## src/wb_bus_pkg.sv

```systemverilog
package wb_bus_pkg;

    parameter int unsigned adr_w = 64;
    parameter int unsigned dat_w = 64;
    parameter int unsigned sel_w = dat_w / 8;

    // master to slave
    typedef struct packed {
        logic             cyc;
        logic             stb;
        logic             we;
        logic [adr_w-1:0] adr;
        logic [dat_w-1:0] dat;
        logic [sel_w-1:0] sel;
    } wb_req_t;

    // slave to master, read data only kept for bus shape
    typedef struct packed {
        logic             ack;
        logic [dat_w-1:0] dat;
    } wb_rsp_t;

endpackage

```

## src/store_master.sv

```systemverilog
`timescale 1ns/1ps

module store_master (
    input  logic                  clk,
    input  logic                  rst_n,
    input  logic                  st_go,
    input  logic [63:0]           st_adr,
    input  logic [63:0]           st_dat,
    input  logic [7:0]            st_sel,
    input  wb_bus_pkg::wb_rsp_t   bus_rsp,
    output logic                  st_busy,
    output wb_bus_pkg::wb_req_t   bus_req
);

    logic                          cyc_q;
    logic [wb_bus_pkg::adr_w-1:0]  adr_q;
    logic [wb_bus_pkg::dat_w-1:0]  dat_q;
    logic [wb_bus_pkg::sel_w-1:0]  sel_q;

    // open the cycle one edge after st_go, close on the ack edge
    always_ff @(posedge clk or negedge rst_n) begin
        if (!rst_n) begin
            cyc_q <= 1'b0;
        end else if (st_go) begin
            cyc_q <= 1'b1;
        end else if (cyc_q && bus_rsp.ack) begin
            cyc_q <= 1'b0;
        end
    end

    // bus lines are kept at zero until the first store
    always_ff @(posedge clk or negedge rst_n) begin
        if (!rst_n) begin
            adr_q <= '0;
            dat_q <= '0;
            sel_q <= '0;
        end else if (st_go) begin
            adr_q <= st_adr;
            dat_q <= st_dat;
            sel_q <= st_sel;
        end
    end

    assign st_busy = cyc_q;

    always_comb begin
        bus_req.cyc = cyc_q;
        bus_req.stb = cyc_q; // classic, stb follows cyc
        bus_req.we  = cyc_q; // write-only master
        bus_req.adr = adr_q;
        bus_req.dat = dat_q;
        bus_req.sel = sel_q;
    end

    a_stb_cyc: assert property (
        @(posedge clk) disable iff (!rst_n)
        bus_req.stb |-> bus_req.cyc
    ) else $error("store_master: stb without cyc");

    // request must hold still while the slave inserts wait states
    a_req_stable: assert property (
        @(posedge clk) disable iff (!rst_n)
        (bus_req.stb && !bus_rsp.ack) |=>
            ($stable(bus_req.adr) && $stable(bus_req.dat) && $stable(bus_req.sel))
    ) else $error("store_master: request changed before ack");

    // upstream back-pressure must keep launches out of an open cycle
    a_go_idle: assert property (
        @(posedge clk) disable iff (!rst_n)
        st_go |-> !st_busy
    ) else $error("store_master: st_go while busy");

endmodule

```

## config.mk

```make
export PLATFORM = sky130hd
export DESIGN_NAME = store_master
export DESIGN_NICKNAME = d
export VERILOG_FILES = /design/src/wb_bus_pkg.sv /design/src/store_master.sv
export SDC_FILE = /design/constraint.sdc
export NUM_CORES = 1
export LEC_CHECK = 0
export BUFFER_PORTS_ARGS = -buffer_cell sky130_fd_sc_hd__buf_2
export CORE_AREA = 2 2 132 134
export DETAILED_ROUTE_END_ITERATION = 6
export DIE_AREA = 0 0 134 136
export PLACE_DENSITY = 0.67
export SETUP_SLACK_MARGIN = 0.2
export SLEW_MARGIN = 20
export SYNTH_ARGS = -nofsm -noshare
export SYNTH_HDL_FRONTEND = slang
export SYNTH_SLANG_ARGS = --single-unit
export TNS_END_PERCENT = 5
```

## constraint.sdc

```tcl
create_clock -name clk -period 1.9 [get_ports clk]
set_input_delay 0.38 -clock clk [delete_from_list [all_inputs] [get_ports clk]]
set_output_delay 0.38 -clock clk [all_outputs]
set_load 0.02 [all_outputs]
```

==> flow_metrics.tcl <==
set metrics [dict create \
    dpl.hpwl_um 8780 \
    synthCells 293 \
    first_global_vias 3603 \
    clock_path_buffers 2 \
    criticalPathCategory "flip-flop to output port" \
    worstPathArrival_ps 1000 \
    tns_ps 0 \
    io_buffers 279 \
    multi_input_comb_area_um2 1540 \
    grt_pass1_wl_um 17800 \
    syn2layout_area_growth_pct 43.0 \
    firstDrtPassIters 4 \
    row_count 48 \
    place_congestion 0.708 \
    cp.buffers_inverters 1 \
    crit_path_end_kind "output port" \
    maxCapViolations 0 \
    leakagePower_nw 3.62 \
    critical_path.top_delay_family "flip-flops" \
    finalSetupViolations 0 \
    powerDensity_nw_per_um2 1120 \
    clock-sinks 137 \
    critical_path.slowest_cell "dfrtp_1" \
    path_max_fanout 5 \
    clock_latency_ps 400 \
    ys_types 7 \
    grt_remaining_overflow 0 \
    cp_data_required_time_ps 1520 \
    outcome "finished clean" \
    yosysWarnings 0 \
    grt_use_total 0.126 \
    drt_iter0_markers 73 \
    cts_tree "done" \
    final_cell_area_um2 7420 \
    crit_chain "buf_2" \
    htreeDepth 4 \
    antenna_found_initial 0 \
    grt_max_degree 58 \
    max_stage_delay_ps 410 \
    final_layout_size_suffix_gt1_frac 0.758 \
    vias 3488 \
    fillers 1568 \
    fin_crit_ps 1380 \
    regArea_um2 3430 \
    drc 0 \
    fin_crit_sh 0.724 \
    initial_utilization 0.307 \
    ys_ff_latch 137 \
    finClkSkew_ps 0 \
    ant_nets 0 \
    path_clk_slew_ps 60 \
    syn_area_per_cell_um2 17.7 \
    rsz0062_at_grt "false" \
    ir_drop_mv 0.502 \
    via_per_inst 4.27 \
    finalPower_mw 8.32 \
    placed_area_um2 6750 \
    synth_seq_area_share 0.661 \
    die_area_um2 18200 \
    cts_resized 0 \
    report.final.slew_viol_count 0 \
    cp-start-kind "flip-flop" \
    cts_buffers 17 \
    worst_slew_margin_rel 0.673 \
    synth.largest_area_cell "dfrtp_1" \
    hold_violations 0 \
    die-height_um 136 \
    worst_slew_pin_slew_ps 490 \
    fp.dieW_um 134 \
    setup_slack_ps 525 \
    wl_um 11600 \
    wl_per_cell_um 14.3 \
    fin_nets 784 \
    ios 344 \
    syn-num-nets 497 \
    fmax_mhz 727 \
    synth.area.top_cells "dfrtp_1 (66%), mux2_2 (30%), clkbuf_8 (2.7%)" \
    pre_cts_ws_ps 482 \
    syn_area_um2 5190 \
    yosys.area.top_type_share 0.661 \
    coreArea_um2 16900 \
    hold_path_class "primary input to flip-flop" \
    num_antenna_cells 0 \
    clockRootBuffer "clkbuf_16" \
]
## where the power goes
group	internal (mW)	switching (mW)	total [mW]
Sequential	3.21	0.137	3.35
Combinational	0.575	0.727	1.30
Clock	2.46	1.20	3.67
Total	6.25	2.07	8.32
## final timing paths
| kind | slack, ps | endpoint | cells past startpoint | startpoint |
|---|---|---|---|---|
| min in group asynchronous | 500 | dat_q[46] | 2 | rst_n |
| worst max-delay path | 520 | st_busy | 1 | st_busy |
| worst min register to register | 500 | dat_q[10] | 1 | dat_q[10] |
| worst min-delay path | 200 | dat_q[50] | 2 | st_dat[50] |
| max in group asynchronous | 800 | dat_q[27] | 3 | rst_n |
| worst max register to register | 1120 | dat_q[28] | 1 | dat_q[28] |
## synth_stat cells
cell type and number:
inv_1 1, dfrtp_1 137, buf_6 5, buf_4 3, clkbuf_8 10, mux2_2 136
a21o_1 1
## repair_timing
item / in CTS / in global routing
buffers inserted: 0 / 0
endpoints found under the hold margin: 47 / 0
setup endpoints to repair: 0 / 0
hold buffers: 1 / 0
## cells by family (layout without fill, tap and decap cells)
group | after synthesis | count (layout) | share of synthesized area
multiplexers | 136 | 136 | 0.295
buffers and inverters | 19 | 318 | 0.0424
AO/OA/AOI/OAI | 1 | 1 | 0.00145
flip-flops | 137 | 137 | 0.661
## registers in the layout, indices dropped and copies added, names as in the netlist
register	flops
adr_q	64
dat_q	64
sel_q	8
st_busy	1
## cell type report
class / count / share of cell area
flip-flops and latches: 137 / 0.462
multi-input cells: 137 / 0.207
repair buffers: 286 / 0.204
clock buffers: 20 / 0.0589
well taps: 225 / 0.0379
clock inverters: 11 / 0.0297
inverters: 1 / 0.000506
## stage by stage
stage	util	hold WS, ps	std cells
finish	0.440	201	817
global route	0.440	181	817
CTS	0.440	179	817
detailed placement	0.400	370	785
global placement	0.400	361	785
floorplan	-	84.4	293
## cells in the final DEF, fill, tap and decap left out
cell type	instances
buf_4	3
clkbuf_16	17
clkinv_2	1
dlygate4sd3_1	1
inv_6	1
buf_12	4
a21o_1	1
inv_1	1
mux2_2	136
bufinv_16	6
clkinv_4	3
buf_6	1
buf_2	277
dfrtp_1	137
clkbuf_1	3
## per-layer routing
layer,GRT usage,part of all wire,up-vias
met4,0.0579,0.023,0
met2,0.217,0.51,169
met5,0,0,-
li1,-,-,1606
met3,0.0433,0.080,20
met1,0.141,0.39,1693
(Power assumes the default switching activity.)
