**src/rv_core_pkg.sv**
```systemverilog
package rv_core_pkg;

    parameter int unsigned xlen = 64;

    typedef logic [4:0] reg_idx_t;

    // how the selected result is widened to xlen
    typedef enum logic [1:0] {
        ext_dword  = 2'd0, // keep all 64 bits
        ext_word_s = 2'd1, // sign-extend bits 31:0
        ext_word_z = 2'd2, // zero-extend bits 31:0
        ext_half_s = 2'd3  // sign-extend bits 15:0
    } ext_e;

    typedef enum logic {
        src_alu  = 1'b0,
        src_load = 1'b1
    } src_e;

    // one retiring instruction as handed over by the memory stage
    typedef struct packed {
        logic              valid;
        reg_idx_t          rd;        // dest, or store base register
        logic              rd_wen;
        logic              is_store;
        logic              is_ebreak;
        ext_e              ext;
        src_e              src;
        logic [xlen-1:0]   alu_res;
        logic [xlen-1:0]   load_res;
        logic signed [31:0] offset;   // store immediate
        logic [7:0]        wmask;
        logic [xlen-1:0]   pc;
    } retire_bundle_t;

    typedef struct packed {
        logic            valid;
        logic [xlen-1:0] pc;
    } retire_rec_t;

endpackage
```
**src/gpr_file.sv**
```systemverilog
`timescale 1ns/1ps

module gpr_file #(
    parameter int num_regs = 32
) (
    input  logic                   clk,
    input  logic                   rst_n,
    input  logic                   wr_en,
    input  rv_core_pkg::reg_idx_t  wr_idx,
    input  logic [63:0]            wr_data,
    input  rv_core_pkg::reg_idx_t  rd_idx,
    input  rv_core_pkg::reg_idx_t  dbg_idx,
    output logic [63:0]            rd_data,
    output logic [63:0]            dbg_data
);

    logic [63:0] regs [num_regs];

    always_ff @(posedge clk or negedge rst_n) begin
        if (!rst_n) begin
            for (int i = 0; i < num_regs; i++) begin
                regs[i] <= '0;
            end
        end else if (wr_en && wr_idx != '0) begin // x0 never written
            regs[wr_idx] <= wr_data;
        end
    end

    // both reads are combinational, x0 and out-of-range read zero
    always_comb begin
        if (rd_idx == '0 || rd_idx >= num_regs) begin
            rd_data = '0;
        end else begin
            rd_data = regs[rd_idx];
        end
    end

    always_comb begin
        if (dbg_idx == '0 || dbg_idx >= num_regs) begin
            dbg_data = '0;
        end else begin
            dbg_data = regs[dbg_idx];
        end
    end

    // stage must filter indices beyond the configured register count (RV64E)
    a_wr_idx_range: assert property (
        @(posedge clk) disable iff (!rst_n)
        wr_en |-> (wr_idx < num_regs)
    ) else $error("gpr_file: write index %0d out of range", wr_idx);

endmodule

```
**config.mk**
```make
export PLATFORM = sky130hd
export DESIGN_NAME = gpr_file
export DESIGN_NICKNAME = d
export VERILOG_FILES = /design/src/rv_core_pkg.sv /design/src/gpr_file.sv
export SDC_FILE = /design/constraint.sdc
export NUM_CORES = 2
export LEC_CHECK = 0
export BUFFER_PORTS_ARGS = -buffer_cell sky130_fd_sc_hd__buf_2
export CAP_MARGIN = 20
export CORE_ASPECT_RATIO = 1.1
export CORE_UTILIZATION = 45
export DETAILED_ROUTE_END_ITERATION = 7
export RECOVER_POWER = 100
export SLEW_MARGIN = 15
export SYNTH_ARGS = -nofsm -noshare
export SYNTH_HDL_FRONTEND = slang
export SYNTH_SLANG_ARGS = --single-unit
```
**constraint.sdc**
```tcl
create_clock -name clk -period 2.3 [get_ports clk]
set_clock_uncertainty 0.1 [all_clocks]
set_input_delay 0.345 -clock clk [delete_from_list [all_inputs] [get_ports clk]]
set_output_delay 0.345 -clock clk [all_outputs]
set_load 0.01 [all_outputs]
```
==> flow_summary.toml <==
[outcome]
status = "finished with violations"
violations = "capacitance limit, slew limit, setup timing"

[logic_synthesis]
yosysSeqAreaShare_pct = 47.4
synth_fa_ha_area_share_pct = 0
synth_cell_types = 50
syn_avg_cell_area_um2 = 15.3
synth_top_family_by_area = "multiplexers"
synth_area_um2 = 108000
synth-compound-area-share_pct = 3.68
synth_edf_count = 0
yosys_warnings = 0
synth_nets = 7147
synth_xor_area_share_pct = 0
synth_top_flop_cell = "dfrtp_1"
yosys.area_share.simple_pct = 1.33
syn_inst = 7065
synth-async-reset-ratio_pct = 100
synth-seq-cells = 2048
muxShareOfSynthArea_pct = 44.1

[routing]
drtPass1Iterations = 8
ant_nets = 0
postRouteWirelength_mm = 385
post_drt_wl_per_cell_um = 34.6
vias = 72400
drc = 0
drtIter0Drc = 6390
routed_via_density = 6.52

[pwr]
p_sw_mw = 30.8
p_leak_nw = 57.6
power_frac_clock_pct = 34.2
p_sw_share_pct = 27.7
power_density_nw_per_um2 = 853
seq_power_share_pct = 43.1
p_int_mw = 80.6
combinationalPowerShare_pct = 22.7
ir_drop_mv = 0.796

[global_routing]
grt_pass1_vias = 76400
grt_usage_pct = 31.8
grt_antenna_before_repair = 23
grt_max_degree = 131
grt_pass1_wl_mm = 557
grt_overflow_total = 0

[worst_setup_path]
worstSetupPathType = "flop to output port"
crit_fanout = 2
cp.arrival_ps = 2890
required_ps = 1860
crit_path_max_incr_delay_ps = 480
slowest_stage = "mux4_2"
cp_cell_sequence = "mux4_2 -> mux2i_1 -> nand2_1 -> a222oi_1 -> buf_4 -> o21ai_4 -> buf_6"
cp-start-kind = "flop"
cp-end-kind = "output port"

[placement]
numPortBuffers = 209
hpwl_mm = 254
globalplace.congestion = 0.862
place_inst = 10500

[final_layout]
largest_reg_flops = 2048
top_register = "regs"
top_regs = "regs: 2048 flops"
area_delta_synth_final_pct = 20.8
nets = 7861
stdcell_count = 11100
drive_above_1_share_pct = 61.3
layout_common_cells = "2,074 x mux2_2, 2,048 x dfrtp_1, 930 x mux4_2, 657 x buf_4, 314 x mux2i_1"
layout_commonest_cell = "mux2_2"

[timing]
setup_viol = 1108
tightest_slew_ps = 1660
holdWs_ps = 261
slew_headroom_pct = -10.4
period_share_pct = 145
clock.fmax_mhz = 300
slew_violations = 24
rsz0062_at_grt = "true"
hold_violations = 0
setup_ws_ps = -1040
min_period_ps = 3340

[die]
start_util_pct = 45.3
core-area_um2 = 239000
rows = 188
ios = 210
die_area_um2 = 242000
die_w_um = 469
die_y_um = 516

[worst_hold_path]
hp-class = "input port to flop"

[clock_tree]
cts_sinks = 2048
cts_htree_levels = 4
cts_tree = "yes"
clk_pin_slew_ps = 70
clk_latency_ps = 890
cts_max_path_buffers = 3
clock-root-buffer = "clkbuf_16"
cts_inserted_buffers = 222

[run]
cap_violations = 1
-- layout make-up --
| type | count | area [um^2] |
|---|---|---|
| Timing Repair Buffer | 1313 | 12900 |
| Antenna cell | 8 | 20.0 |
| Tap cell | 3135 | 3920 |
| Multi-Input combinational cell | 4193 | 54800 |
| Clock inverter | 77 | 1170 |
| Fill cell | 19200 | 108000 |
| Inverter | 1 | 3.75 |
| Clock buffer | 328 | 6630 |
| Sequential cell | 2048 | 51200 |
-- logic make-up (layout without fill, tap and decap cells) --
family,after synthesis,count (layout)
muxes,3344,3344
and+or+nand+nor,293,293
DFF,2048,2048
other,0,8
buffers and inverters,824,1719
AOI/OAI and AO/OA,556,556
-- power by group through the flow --
stage,combinational (mW),sequential [mW],clock (mW)
global route,26.8,48.8,40.1
CTS,25.0,47.7,38.7
global placement,23.0,47.8,0
detailed placement,23.6,48.4,0
finish,25.3,48.0,38.1
floorplan,16.5,46.5,0
-- worst max-delay path: cells and delay by family (launching register included) --
kind                   cells  cell delay [ps]
buffers and inverters      2              360
AO/OA/AOI/OAI              2              500
multiplexers               2              660
flip-flops                 1              380
AND/OR/NAND/NOR            1               80
-- layer usage --
layer	up-vias	share of wire [%]	track usage [%]
li1	28900	-	-
met1	39600	40	41.5
met2	2934	48	52.3
met3	907	6.5	5.08
met4	12	5.1	14.2
met5	-	0.018	0
-- stage by stage --
stage                     power [mW]  TNS [ps]  setup WS, ps  instance area, um^2  util [%]
after global placement          70.9   -111830         -1050               121000      50.6
after floorplan                 63.1     -4210         -61.1               109000         -
after detailed placement        71.9   -113760          -830               121000      50.6
after global routing             116   -340460         -1160               131000      54.7
final                            111   -184710         -1040               131000      54.7
after CTS                        111    -96190         -1010               131000      55.0
-- cells in the mapped netlist (26+ instances only) --
| cell | number | area share [%] |
|---|---|---|
| a211oi_1 | 51 | 0.35 |
| a21o_1 | 39 | 0.27 |
| a21oi_1 | 49 | 0.23 |
| a221oi_1 | 37 | 0.30 |
| a22o_1 | 37 | 0.30 |
| a22oi_1 | 96 | 0.67 |
| and3_1 | 29 | 0.17 |
| buf_1 | 28 | 0.097 |
| buf_2 | 235 | 1.1 |
| buf_4 | 38 | 0.26 |
| clkbuf_1 | 498 | 1.7 |
| dfrtp_1 | 2048 | 47 |
| mux2_2 | 2089 | 22 |
| mux2i_1 | 325 | 3.0 |
| mux4_2 | 930 | 19 |
| nand2_1 | 112 | 0.39 |
| nand3_1 | 35 | 0.16 |
| nor2_1 | 32 | 0.11 |
| o2111ai_1 | 26 | 0.21 |
| o211ai_1 | 26 | 0.18 |
| o21ai_0 | 41 | 0.19 |
| o22ai_1 | 123 | 0.71 |
-- repair_timing --
item	CTS	global route
pin swaps	189	64
resized for setup	302	85
setup buffers	63	40
hold endpoints to repair	3879	0
cloned	1	1
hold buffers	68	0
setup endpoints to repair	128	128
-- final timing paths --
check                                         end  slack [ps]  cells after the start                    from
hold reg to reg            regs[2024]$_DFFE_PN0P_         280                      0  regs[2024]$_DFFE_PN0P_
setup reg to reg             regs[22]$_DFFE_PN0P_        1180                      3    regs[22]$_DFFE_PN0P_
min in group asynchronous   regs[786]$_DFFE_PN0P_        1140                      3                   rst_n
hold / removal              regs[671]$_DFFE_PN0P_         260                      5               wr_idx[4]
max in group asynchronous  regs[1774]$_DFFE_PN0P_        -270                      4                   rst_n
setup / recovery                     dbg_data[49]       -1040                      7    regs[49]$_DFFE_PN0P_
Power figures use the tool's default switching activity.
