--- config.mk ---
export PLATFORM = sky130hd
export DESIGN_NAME = wb_stage
export DESIGN_NICKNAME = d
export VERILOG_FILES = /design/src/rv_core_pkg.sv /design/src/wb_stage.sv
export SDC_FILE = /design/constraint.sdc
export NUM_CORES = 1
export LEC_CHECK = 0
export ABC_CLOCK_PERIOD_IN_PS = 3500
export BUFFER_PORTS_ARGS = -buffer_cell sky130_fd_sc_hd__buf_2
export CORE_AREA = 2 2 231 233
export CTS_CLUSTER_SIZE = 24
export DETAILED_ROUTE_END_ITERATION = 10
export DIE_AREA = 0 0 233 235
export GPL_TIMING_DRIVEN = 0
export PLACE_DENSITY_LB_ADDON = 0.1
export SYNTH_ARGS = -nofsm -noshare
export SYNTH_HDL_FRONTEND = slang
export SYNTH_SLANG_ARGS = --single-unit
--- constraint.sdc ---
create_clock -name clk -period 3.5 [get_ports clk]
set_input_delay 0.35 -clock clk [delete_from_list [all_inputs] [get_ports clk]]
set_output_delay 0.35 -clock clk [all_outputs]
set_load 0.01 [all_outputs]
--- src/rv_core_pkg.sv ---
package rv_core_pkg;

    parameter int unsigned xlen = 64;

    typedef logic [4:0] reg_idx_t;

    // how the selected result is widened to xlen
    typedef enum logic [1:0] {
        ext_dword  = 2'd0, // keep all 64 bits
        ext_word_s = 2'd1, // sign-extend bits 31:0
        ext_word_z = 2'd2, // zero-extend bits 31:0
        ext_half_s = 2'd3  // sign-extend bits 15:0
    } ext_e;

    typedef enum logic {
        src_alu  = 1'b0,
        src_load = 1'b1
    } src_e;

    // one retiring instruction as handed over by the memory stage
    typedef struct packed {
        logic              valid;
        reg_idx_t          rd;        // dest, or store base register
        logic              rd_wen;
        logic              is_store;
        logic              is_ebreak;
        ext_e              ext;
        src_e              src;
        logic [xlen-1:0]   alu_res;
        logic [xlen-1:0]   load_res;
        logic signed [31:0] offset;   // store immediate
        logic [7:0]        wmask;
        logic [xlen-1:0]   pc;
    } retire_bundle_t;

    typedef struct packed {
        logic            valid;
        logic [xlen-1:0] pc;
    } retire_rec_t;

endpackage
--- src/wb_stage.sv ---
`timescale 1ns/1ps

module wb_stage #(
    parameter int num_regs = 32
) (
    input  logic                         clk,
    input  logic                         rst_n,
    input  rv_core_pkg::retire_bundle_t  in_bundle,
    input  logic [63:0]                  rd_data,
    input  logic                         st_busy,
    output logic                         in_ready,
    output logic                         wr_en,
    output rv_core_pkg::reg_idx_t        wr_idx,
    output logic [63:0]                  wr_data,
    output rv_core_pkg::reg_idx_t        rd_idx,
    output logic                         st_go,
    output logic [63:0]                  st_adr,
    output logic [63:0]                  st_dat,
    output logic [7:0]                   st_sel,
    output rv_core_pkg::retire_rec_t     retire,
    output logic                         halted
);

    logic                         accept;
    logic [rv_core_pkg::xlen-1:0] sel_res;
    logic [rv_core_pkg::xlen-1:0] ext_res;
    logic                         halted_q;
    logic                         ret_vld_q;
    logic [rv_core_pkg::xlen-1:0] ret_pc_q;

    assign in_ready = !st_busy && !halted_q; // one store in flight at most
    assign accept   = in_bundle.valid && in_ready;

    assign sel_res = (in_bundle.src == rv_core_pkg::src_load) ? in_bundle.load_res
                                                               : in_bundle.alu_res;

    always_comb begin
        case (in_bundle.ext)
            rv_core_pkg::ext_word_s: ext_res = {{32{sel_res[31]}}, sel_res[31:0]};
            rv_core_pkg::ext_word_z: ext_res = {32'b0, sel_res[31:0]};
            rv_core_pkg::ext_half_s: ext_res = {{48{sel_res[15]}}, sel_res[15:0]};
            default:                 ext_res = sel_res; // ext_dword
        endcase
    end

    // indices past num_regs do not exist on RV64E and retire without a write
    assign wr_en   = accept && in_bundle.rd_wen && !in_bundle.is_store
                     && (in_bundle.rd < num_regs);
    assign wr_idx  = in_bundle.rd;
    assign wr_data = ext_res;

    // store address is base register + sign-extended immediate
    assign rd_idx = in_bundle.rd;
    assign st_go  = accept && in_bundle.is_store;
    assign st_adr = rd_data + {{32{in_bundle.offset[31]}}, in_bundle.offset};
    assign st_dat = ext_res;
    assign st_sel = in_bundle.wmask;

    always_ff @(posedge clk or negedge rst_n) begin
        if (!rst_n) begin
            halted_q  <= 1'b0;
            ret_vld_q <= 1'b0;
        end else begin
            ret_vld_q <= accept;
            if (accept && in_bundle.is_ebreak) begin
                halted_q <= 1'b1; // sticky until reset
            end
        end
    end

    always_ff @(posedge clk) begin
        if (accept) begin
            ret_pc_q <= in_bundle.pc;
        end
    end

    assign retire = '{valid: ret_vld_q, pc: ret_pc_q};
    assign halted = halted_q;

endmodule

==> qor.txt <==
Run status: finished, violations left
Violated checks: setup timing
Comb pwr share: 52.3%
VDD IR max: 188 uV
Final worst-path cycle share: 102%
Fraction of power consumed by sequential logic: 24.0%
Number of nets with antenna violations after detailed routing: 0
Leakage power of the design: 0.00590 uW
Post-layout worst setup margin: -0.0591 ns
Count of placed standard cells including taps: 2,092
Number of distinct library cells after synthesis: 61
Number of sinks driven by the clock tree: 66
Clock period minus worst slack: 3.56 ns
Detailed-route via count: 8,444
GP Congestion: 0.870
Worst-margin pin slew: 0.859 ns
Cell internal power dissipation: 2350 uW
Delay of the slowest cell on the worst path: 0.34 ns
Critical Path AT: 3.21 ns
Initial Utilization: 14.0%
Clock Pin Slew Worst Setup and Hold Paths: 0.06 ns
Cell depth of the worst setup path: 13
Clock network fraction of design power: 23.8%
Worst skew pair latency: 0.33 ns
Flip-flop cell with the highest count after synthesis: edfxtp_1
Top-level I/O count: 590
Starting DRC count in detailed routing: 229
GRT Residual Overflow: 0
HPWL Detailed: 35,800 um
Number of levels the H-tree was split into: 3
Share of the synthesized area in the top cell type: 26.2%
WP buf/inv: 2
FF-to-FF path depth: 3
Area inside the core boundary: 0.0522 mm2
Most instantiated library cell after synthesis: a21oi_1
Layout cell share with drive strength beyond 1: 54.2%
YS warnings: 0
Maximum number of pins on one net before global-route repair: 64
Post-synthesis register bit count: 66
Average size of a mapped cell: 8.84 um2
Number of CTS-inserted buffers: 9
Setup repair after global routing missed its margin: true
Endpoint kind of the worst setup timing path: output pin
Total iterations of the first detailed-routing run: 4
Worst setup path end: st_adr[60]
Total Routing Usage GR: 14.0%
Number of enable-type register cells in the synthesized netlist: 64
Critical Path Fanout Max: 3
Biggest area contributors in the synthesized netlist: edfxtp_1, ha_1, buf_4
Num rows: 84
Clock tree from TritonCTS: yes
Setup Skew: 0.0133 ns
Crit-path cells: buf_6 -> ha_4 -> fa_2 -> a21o_1 -> a221oi_4 -> a221o_1 -> a2111oi_4 -> o31a_1 -> o21ba_4 -> a211o_1 -> a21oi_2 -> xnor2_1 -> buf_2
Hold/Removal Path Class: primary input to register
Critical Path Start Type: primary input
Switching Share: 38.8%
Cell taking the most area after synthesis: edfxtp_1
Post-Layout Cell Count: 2,126
Routed length per instance: 19.2 um
Die height: 235 um
Highest Clock Rate: 281 MHz
Number of nets in the layout: 1,806
Fraction of the yosys area taken by sequential cells: 26.9%
Cell class contributing the biggest share of worst-path delay: compound AO/OA/AOI/OAI gates
Register-to-register path setup slack: 2.01 ns
Synthesized cell area: 0.00732 mm2
Slew Limit Headroom: 42.7%
Port bufs: 575
Max-capacitance violation count: 0
Worst r2r dst: ret_pc_q[39]
Number of remaining DRC errors: 0
Critical path start-end classification: primary input to output pin
Slowest cell on crit path: fa_2
Overall die width: 233 um
First-pass GRT wire length: 57,200 um
Most used standard cells in the synthesized netlist: a21oi_1, buf_4, edfxtp_1, ha_1, nand2_1
Crit. Startpoint: in_bundle[72]
Total setup violations reported at the end of the flow: 2
Clock root buffer: clkbuf_16
Number of buffers on the longest clock path: 2
Via count of the first global-routing pass: 8,528
Power density over the cells: 320 mW/mm2
Overall power of the completed layout: 3840 uW
Startpoint of the lowest-slack register-to-register path: halted
Synth Net Count: 1,203
Via/cell ratio: 3.97
Initial antenna violation count: 8
Required time at the worst-slack endpoint: 3.15 ns
Wire length after detailed routing: 40,800 um
Floorplan die area: 0.0548 mm2
Area Overhead vs Synth: 63.7%
Net Sw Power: 1490 uW
Slew Limit Fails: 0
Proportion of register bits with asynchronous set or reset after synthesis: 3.03%
Instance count of the mapped netlist: 828
Final hold violations: 0
worst min path at each step:
stage | cells after the start | slack, ns | endpoint | from
2_1_floorplan | 0 | 0.05 | halted | rst_n
3_3_place_gp | 1 | 0.14 | halted | rst_n
3_5_place_dp | 1 | 0.14 | halted | rst_n
4_1_cts | 1 | 0.17 | ret_pc_q[15] | in_bundle[15]
5_1_grt | 1 | 0.17 | ret_pc_q[52] | in_bundle[52]
6_report | 1 | 0.19 | ret_pc_q[22] | in_bundle[22]
logic make-up (layout without fill, tap and decap cells):
family | after synthesis | count (layout) | share of synthesized area (%)
compound gates | 273 | 273 | 23.9
simple gates | 160 | 160 | 10.2
buf+inv | 138 | 746 | 11.4
flops | 66 | 66 | 26.9
fa+ha+maj | 64 | 64 | 11.0
mux | 64 | 64 | 9.02
xor+xnor | 63 | 63 | 7.53
other cells | 0 | 2 | 0
layer usage:
metal	vias to the layer above	wire [um]	GRT usage [%]
li1	4191	-	-
met1	3920	16900	16.8
met2	310	20700	25.7
met3	21	2940	3.14
met4	2	283	1.66
met5	-	13	0
registers in the layout (all words and copies together) (netlist names):
name       cells
ret_pc_q      64
halted         1
ret_vld_q      1
per-stage QoR:
step | setup TNS [ns] | utilization, % | instance area, um2 | hold slack, ns | setup slack [ns]
floorplan | 0 | - | 7320 | 0.0544 | 0.303
global placement | -12.91 | 21.2 | 11100 | 0.138 | -0.652
finish | -0.0632 | 23.0 | 12000 | 0.190 | -0.0591
detailed placement | -9.46 | 21.2 | 11100 | 0.138 | -0.608
CTS | -0.273 | 22.3 | 11700 | 0.171 | -0.187
global route | -0.658 | 22.9 | 12000 | 0.167 | -0.206
cell type report:
class,instances,area (um2)
Tap cell,688,861
Timing Repair Buffer,604,3200
Clock buffer,9,225
Inverter,11,41.3
Fill cell,5932,40200
Sequential cell,66,1970
Buffer,115,752
Clock inverter,7,75.1
Multi-Input combinational cell,624,4860
Antenna cell,2,5.00
cell usage in the layout (no fill, tap or decap), types with 28 or more instances in the layout:
| cell type | n |
|---|---|
| buf_4 | 110 |
| xnor2_1 | 34 |
| buf_2 | 568 |
| nand2_1 | 56 |
| nor2_1 | 37 |
| a21o_1 | 52 |
| mux2i_1 | 48 |
| xor2_1 | 28 |
| o21ai_0 | 50 |
| a21oi_1 | 73 |
| ha_1 | 57 |
| edfxtp_1 | 64 |
power groups by stage:
stage	Sequential (uW)	Combinational [uW]	Clock (uW)
3_3_place_gp	942	1910	0
4_1_cts	921	1970	949
2_1_floorplan	960	1030	0
3_5_place_dp	938	1900	0
5_1_grt	924	2190	982
6_report	921	2010	912
what timing repair did:
item | in CTS | in global routing
setup endpoints to repair | 33 | 18
hold endpoints to repair | 2 | 0
hold buffers | 1 | 0
buffers inserted | 8 | 19
resized for setup | 38 | 44
pin swaps | 23 | 40
Power figures use the tool's default switching activity.
